File: config.mk
export PLATFORM = sky130hd
export DESIGN_NAME = pong_renderer
export DESIGN_NICKNAME = d
export VERILOG_FILES = /design/src/design/pong_pkg.sv /design/src/design/box_rasterizer.sv /design/src/design/draw_sequencer.sv /design/src/design/frame_timer.sv /design/src/design/object_store.sv /design/src/design/pong_renderer.sv
export SDC_FILE = /design/constraint.sdc
export NUM_CORES = 1
export LEC_CHECK = 0
export ABC_AREA = 1
export BUFFER_PORTS_ARGS = -buffer_cell sky130_fd_sc_hd__buf_2
export CELL_PAD_IN_SITES_DETAIL_PLACEMENT = 1
export CELL_PAD_IN_SITES_GLOBAL_PLACEMENT = 1
export CORE_MARGIN = 2
export CORE_UTILIZATION = 43
export CTS_CLUSTER_DIAMETER = 120
export CTS_CLUSTER_SIZE = 40
export DETAILED_ROUTE_END_ITERATION = 12
export PLACE_DENSITY = 0.85
export SKIP_LAST_GASP = 1
export SYNTH_ARGS = -nofsm -noshare
export SYNTH_HDL_FRONTEND = slang
export SYNTH_SLANG_ARGS = --single-unit
export TNS_END_PERCENT = 50
File: constraint.sdc
create_clock -name clk -period 3.7 [get_ports clk]
set_input_delay 0.37 -clock clk [delete_from_list [all_inputs] [get_ports clk]]
set_output_delay 0.37 -clock clk [all_outputs]
set_load 0.02 [all_outputs]
File: src/design/pong_pkg.sv
`default_nettype none

package pong_pkg;

	// screen coordinates
	typedef logic [9:0] coord_x_t;
	typedef logic [8:0] coord_y_t;

	// 3-bit palette colour
	typedef logic [2:0] colour_t;

	// object a job works on
	typedef enum logic [1:0] {
		paddle_left,
		paddle_right,
		ball,
		screen
	} object_t;

	typedef enum logic [1:0] {
		erase,
		draw,
		blank
	} job_kind_t;

	typedef struct packed {
		job_kind_t kind;
		object_t   obj;
	} job_t;

	// rectangle to rasterize, origin at top left
	typedef struct packed {
		coord_x_t x;
		coord_y_t y;
		coord_x_t w;
		coord_y_t h;
		colour_t  colour;
	} box_t;

	typedef struct packed {
		coord_x_t x;
		coord_y_t y;
		colour_t  colour;
	} pixel_t;

	// positions sampled once per frame
	typedef struct packed {
		coord_y_t left_y;
		coord_y_t right_y;
		coord_x_t ball_x;
		coord_y_t ball_y;
	} game_state_t;

	localparam colour_t colour_black  = 3'd0;
	localparam colour_t colour_paddle = 3'd7;

endpackage

`default_nettype wire

File: src/design/box_rasterizer.sv
`default_nettype none

module box_rasterizer import pong_pkg::*; (
	input  logic   clk,
	input  logic   resetn,
	input  logic   busy,
	input  box_t   box,
	output logic   done,
	output pixel_t pixel,
	output logic   plot
);

	coord_x_t x_cnt;
	coord_y_t y_cnt;
	logic     last_col;
	logic     last_row;

	assign last_col = (x_cnt == coord_x_t'(box.w - 1'b1));
	assign last_row = (y_cnt == coord_y_t'(box.h - 1'b1));

	always_ff @(posedge clk) begin
		if (!resetn) begin
			x_cnt <= '0;
			y_cnt <= '0;
			done  <= 1'b0;
			plot  <= 1'b0;
			pixel <= '0;
		end else if (!busy) begin
			// start state of a job, ready for a new box
			x_cnt <= '0;
			y_cnt <= '0;
			done  <= 1'b0;
			plot  <= 1'b0;
		end else if (done) begin
			// box finished, wait for the sequencer to move on
			plot <= 1'b0;
		end else begin
			pixel.x      <= box.x + x_cnt;
			pixel.y      <= box.y + y_cnt;
			pixel.colour <= box.colour;
			plot         <= 1'b1;
			if (last_col && last_row) begin
				done <= 1'b1;
			end else if (last_col) begin
				x_cnt <= '0;
				y_cnt <= y_cnt + 1'b1;
			end else begin
				x_cnt <= x_cnt + 1'b1;
			end
		end
	end

endmodule

`default_nettype wire

File: src/design/draw_sequencer.sv
`default_nettype none

module draw_sequencer import pong_pkg::*; (
	input  logic clk,
	input  logic resetn,
	input  logic frame_tick,
	input  logic scored,
	input  logic done,
	output job_t job,
	output logic busy
);

	typedef enum logic [3:0] {
		s_idle,
		s_blank_start,
		s_blank_wait,
		s_erase_left_start,
		s_erase_left_wait,
		s_draw_left_start,
		s_draw_left_wait,
		s_erase_right_start,
		s_erase_right_wait,
		s_draw_right_start,
		s_draw_right_wait,
		s_erase_ball_start,
		s_erase_ball_wait,
		s_draw_ball_start,
		s_draw_ball_wait
	} state_t;

	state_t state;
	state_t next_state;

	always_comb begin
		next_state = state;
		// a score aborts anything except an ongoing blank
		if (scored && state != s_blank_start && state != s_blank_wait) begin
			next_state = s_blank_start;
		end else begin
			case (state)
				s_idle:              if (frame_tick) next_state = s_erase_left_start;
				s_blank_start:       next_state = s_blank_wait;
				s_blank_wait:        if (done) next_state = s_idle;
				s_erase_left_start:  next_state = s_erase_left_wait;
				s_erase_left_wait:   if (done) next_state = s_draw_left_start;
				s_draw_left_start:   next_state = s_draw_left_wait;
				s_draw_left_wait:    if (done) next_state = s_erase_right_start;
				s_erase_right_start: next_state = s_erase_right_wait;
				s_erase_right_wait:  if (done) next_state = s_draw_right_start;
				s_draw_right_start:  next_state = s_draw_right_wait;
				s_draw_right_wait:   if (done) next_state = s_erase_ball_start;
				s_erase_ball_start:  next_state = s_erase_ball_wait;
				s_erase_ball_wait:   if (done) next_state = s_draw_ball_start;
				s_draw_ball_start:   next_state = s_draw_ball_wait;
				s_draw_ball_wait:    if (done) next_state = s_idle;
				default:             next_state = s_blank_start;
			endcase
		end
	end

	always_ff @(posedge clk) begin
		if (!resetn) begin
			state <= s_blank_start;
		end else begin
			state <= next_state;
		end
	end

	// job follows the state, start and wait share it
	always_comb begin
		case (state)
			s_erase_left_start, s_erase_left_wait:   job = '{kind: erase, obj: paddle_left};
			s_draw_left_start, s_draw_left_wait:     job = '{kind: draw, obj: paddle_left};
			s_erase_right_start, s_erase_right_wait: job = '{kind: erase, obj: paddle_right};
			s_draw_right_start, s_draw_right_wait:   job = '{kind: draw, obj: paddle_right};
			s_erase_ball_start, s_erase_ball_wait:   job = '{kind: erase, obj: ball};
			s_draw_ball_start, s_draw_ball_wait:     job = '{kind: draw, obj: ball};
			default:                                 job = '{kind: blank, obj: screen};
		endcase
	end

	assign busy = (state == s_blank_wait) || (state == s_erase_left_wait) ||
		(state == s_draw_left_wait) || (state == s_erase_right_wait) ||
		(state == s_draw_right_wait) || (state == s_erase_ball_wait) ||
		(state == s_draw_ball_wait);

endmodule

`default_nettype wire

File: src/design/frame_timer.sv
`default_nettype none

module frame_timer #(
	parameter int CLOCKS_PER_FRAME = 833333
) (
	input  logic clk,
	input  logic resetn,
	output logic frame_tick
);

	localparam int cnt_w = $clog2(CLOCKS_PER_FRAME);

	logic [cnt_w-1:0] count;

	// down-counter, one tick per wrap
	always_ff @(posedge clk) begin
		if (!resetn) begin
			count      <= cnt_w'(CLOCKS_PER_FRAME - 1);
			frame_tick <= 1'b0;
		end else if (count == '0) begin
			count      <= cnt_w'(CLOCKS_PER_FRAME - 1);
			frame_tick <= 1'b1;
		end else begin
			count      <= count - 1'b1;
			frame_tick <= 1'b0;
		end
	end

endmodule

`default_nettype wire

File: src/design/object_store.sv
`default_nettype none

module object_store import pong_pkg::*; #(
	parameter int SCREEN_W      = 320,
	parameter int SCREEN_H      = 240,
	parameter int PADDLE_W      = 5,
	parameter int PADDLE_H      = 40,
	parameter int BALL_SIZE     = 4,
	parameter int PADDLE_MARGIN = 2
) (
	input  logic        clk,
	input  logic        resetn,
	input  logic        frame_tick,
	input  game_state_t game_state,
	input  colour_t     ball_colour,
	input  job_t        job,
	output box_t        box
);

	localparam coord_x_t left_x   = coord_x_t'(PADDLE_MARGIN);
	localparam coord_x_t right_x  = coord_x_t'(SCREEN_W - PADDLE_W - PADDLE_MARGIN);
	localparam coord_x_t paddle_w = coord_x_t'(PADDLE_W);
	localparam coord_y_t paddle_h = coord_y_t'(PADDLE_H);
	localparam coord_x_t ball_w   = coord_x_t'(BALL_SIZE);
	localparam coord_y_t ball_h   = coord_y_t'(BALL_SIZE);

	game_state_t cur_pos;
	game_state_t prev_pos;
	colour_t     ball_colour_q;
	game_state_t pos;
	logic        is_draw;

	// positions move only on a frame tick
	always_ff @(posedge clk) begin
		if (!resetn) begin
			cur_pos  <= '0;
			prev_pos <= '0;
		end else if (frame_tick) begin
			prev_pos <= cur_pos;
			cur_pos  <= game_state;
		end
	end

	always_ff @(posedge clk) begin
		if (frame_tick) begin
			ball_colour_q <= ball_colour;
		end
	end

	// erase works on where things were
	assign is_draw = (job.kind == draw);
	assign pos     = is_draw ? cur_pos : prev_pos;

	always_comb begin
		case (job.obj)
			paddle_left:  box = '{x: left_x, y: pos.left_y, w: paddle_w, h: paddle_h,
				colour: is_draw ? colour_paddle : colour_black};
			paddle_right: box = '{x: right_x, y: pos.right_y, w: paddle_w, h: paddle_h,
				colour: is_draw ? colour_paddle : colour_black};
			ball:         box = '{x: pos.ball_x, y: pos.ball_y, w: ball_w, h: ball_h,
				colour: is_draw ? ball_colour_q : colour_black};
			default:      box = '{x: '0, y: '0, w: coord_x_t'(SCREEN_W),
				h: coord_y_t'(SCREEN_H), colour: colour_black};
		endcase
	end

endmodule

`default_nettype wire

File: src/design/pong_renderer.sv
`default_nettype none

module pong_renderer import pong_pkg::*; #(
	parameter int SCREEN_W         = 320,
	parameter int SCREEN_H         = 240,
	parameter int PADDLE_W         = 5,
	parameter int PADDLE_H         = 40,
	parameter int BALL_SIZE        = 4,
	parameter int PADDLE_MARGIN    = 2,
	parameter int CLOCKS_PER_FRAME = 833333
) (
	input  logic        clk,
	input  logic        resetn,
	input  logic        scored,
	input  game_state_t game_state,
	input  colour_t     ball_colour,
	output pixel_t      pixel,
	output logic        plot
);

	logic frame_tick;
	job_t job;
	logic busy;
	logic done;
	box_t box;

	frame_timer #(
		.CLOCKS_PER_FRAME(CLOCKS_PER_FRAME)
	) timer0 (
		.clk       (clk),
		.resetn    (resetn),
		.frame_tick(frame_tick)
	);

	draw_sequencer seq0 (
		.clk       (clk),
		.resetn    (resetn),
		.frame_tick(frame_tick),
		.scored    (scored),
		.done      (done),
		.job       (job),
		.busy      (busy)
	);

	object_store #(
		.SCREEN_W     (SCREEN_W),
		.SCREEN_H     (SCREEN_H),
		.PADDLE_W     (PADDLE_W),
		.PADDLE_H     (PADDLE_H),
		.BALL_SIZE    (BALL_SIZE),
		.PADDLE_MARGIN(PADDLE_MARGIN)
	) store0 (
		.clk        (clk),
		.resetn     (resetn),
		.frame_tick (frame_tick),
		.game_state (game_state),
		.ball_colour(ball_colour),
		.job        (job),
		.box        (box)
	);

	box_rasterizer raster0 (
		.clk   (clk),
		.resetn(resetn),
		.busy  (busy),
		.box   (box),
		.done  (done),
		.pixel (pixel),
		.plot  (plot)
	);

endmodule

`default_nettype wire

==> results.tsv <==
metric	value	unit
diodes inserted	0	
met3 usage	4.94	%
Max Fclk	337	MHz
Port Buffer Count	65	
GPL Wtd Cong	0.874	
detailed placer's ending HPWL	15.2	mm
worst hold margin	121	ps
Synth Area per Inst	7.08	µm²
Fin. Hold Viols	0	
Post-Syn Nets	1118	
Slew Limit Fails	0	
area occupied by multi-input gates	3890	µm²
H-tree levels	4	
VDD IR max	0.356	mV
Worst EP required	4020	ps
fin util	49.7	%
result of the run	finished, final reports clean	
DR iter-0 viols	459	
number of synthesized flops with an enable pin	3	
Pleak	0.00389	µW
crit end category	flip-flop	
Power Dens Cells	532	nW/µm²
Starting Density	43.5	%
Period Utilization, post-route	80.2	%
TritonRoute pass-1 iters	5	
first-pass GRT wire length	35.8	mm
start point of the critical path	seq0.job[0]$_DFF_P_	
Ports	66	
Fill cells	2218	
TritonCTS Buffers	17	
vias in the first global route	7260	
Tot GR Track Use	24.7	%
Syn Std Cell Area	7440	µm²
nets@finish	1164	
reg-to-reg startpoint	seq0.job[0]$_DFF_P_	
ys flop type	dfxtp_1	
layer with the highest usage	met2	
Congestion Overflow GR	0	
crit start category	flip-flop	
Clock Skews	9.55	ps
critical path data arrival time	3290	ps
Tmin final	2970	ps
most common cell after layout, fill and taps aside	nor2_1	
core footprint	17100	µm²
unrepaired setup endpoints after global routing	false	
Clock Latency Late Sink	430	ps
CTS tree	done	
global-route met1 utilization	30.1	%
Synth cell types	44	
row count	48	
clk sinks	149	
ratio of cells with drive above 1 in the final layout	11.8	%
area delta synth->final	14.3	%
Worst Tran Pin Value	1010	ps
residual DRC count	0	
# setup viols final	0	
WS Path Type	reg2reg	
CTS Buffer Depth	2	
Critical Path Fanout Max	18	
sequential cell area	3010	µm²
sequential element share of the synthesized area	40.5	%
hold buffer count at CTS	0	
Rel. slew slack	32.8	%
most frequent cells in the layout	nor2_1, nand2_1, dfxtp_1	
Fin Setup TNS	0	ps
synth warn	0	
total power draw	4520	µW
Setup WS post-layout	733	ps
DR vias/cell	5.34	
postcts setup bufs	0	
source of the worst hold timing path	ball_colour[1]	
ys async rst share	0	%
grt met2 use	43.1	%
DP Worst Slack	778	ps
Via Count	7126	
largest net degree at the start of global routing	91	
max_cap viols	0	
root buffer cell	clkbuf_16	
Reg clk slew, reported paths	60	ps
Avg WL per Cell	16.3	µm
Die Wd	136	µm
full die area	18400	µm²
Resized cells post-CTS	0	
type of the most critical hold path	in2reg	
cell count after synthesis	1051	
DIE HEIGHT	136	µm
antenna-violating nets left	0	
initial antenna violation count	0	
Routed WL	21.8	mm
#FFs+latches synth	149	
[critical path: stages (launching register included)]
cell and delay [ps]:
dfxtp_1 420, inv_2 130, nand2_2 80, inv_2 250
o21ai_0 140, o21ai_0 170, ha_1 220, inv_1 70
fa_1 400, o21ai_0 300, nand2_1 80, nor2_1 130
nor2_1 70, nand2_1 60, nand2_1 70, o21bai_1 220
inv_1 60
[final cells by class]
type | instances | share of cell area, %
Multi-Input combinational cell | 767 | 45.7
Sequential cell | 149 | 35.5
Clock buffer | 22 | 5.58
Timing Repair Buffer | 73 | 4.53
Inverter | 89 | 3.97
Tap cell | 225 | 3.31
Clock inverter | 10 | 1.43
[through the flow]
step           cell area (µm²)  cells
5_1_grt                   8500   1335
2_1_floorplan             7440   1051
3_5_place_dp              7910   1303
3_3_place_gp              7910   1303
6_report                  8500   1335
4_1_cts                   8500   1335
[registers in the layout (all words and copies together) (netlist names)]
| name | flops |
|---|---|
| seq0.job | 4 |
| raster0.plot | 1 |
| store0.cur_pos | 37 |
| seq0.state | 4 |
| raster0.y_cnt | 9 |
| raster0.done | 1 |
| store0.prev_pos | 37 |
| raster0.x_cnt | 10 |
| timer0.frame_tick | 1 |
| store0.ball_colour_q | 3 |
| timer0.count | 20 |
| raster0.pixel | 22 |
[where the power goes]
part	switching [µW]	internal, µW	total, µW
clock network	694	1050	1740
registers	80.3	1710	1790
logic	669	313	981
total	1440	3080	4520
[cell families (layout without fill, tap and decap cells)]
kind of cell	Yosys count	after routing	share of synthesized area (%)
fa+ha+maj	24	24	4.24
compound gates	235	235	17.3
xor+xnor	28	28	3.30
flops	149	149	40.5
buf+inv	135	194	7.28
simple gates	480	480	27.4
[synth_stat cells, types with 3 or more instances]
master,number,area [µm²]
nand3_2,3,30.0
o21ai_0,141,706
ha_1,22,275
o221ai_1,8,70.1
o211ai_1,6,45.0
nand3_1,54,270
xor2_1,20,175
nand4_1,11,68.8
nand2_1,147,552
xnor2_1,8,70.1
buf_6,3,33.8
inv_1,83,312
nor3_1,8,40.0
clkbuf_1,38,143
dfxtp_1,146,2920
o21a_1,17,128
edfxtp_1,3,90.1
inv_2,3,11.3
nor2_2,3,18.8
nand3b_1,6,45.0
nor3_2,3,30.0
buf_2,4,20.0
a21oi_1,50,250
nor2_1,232,871
nand2_2,4,25.0
[final timing paths]
check / to / slack [ps] / cells after the start
hold / removal: store0.ball_colour_q[1]$_DFFE_PP_ / 120 / 1
setup / recovery: raster0.pixel[18]$_SDFFE_PN0P_ / 730 / 16
setup reg to reg: raster0.pixel[18]$_SDFFE_PN0P_ / 730 / 16
hold reg to reg: timer0.count[0]$_SDFF_PP0_ / 420 / 1
[per-layer routing]
metal	vias to the layer above	share of wire, %
li1	3540	-
met1	3407	44
met2	142	50
met3	37	3.6
met4	0	2.2
met5	-	0
(Power assumes the default switching activity.)
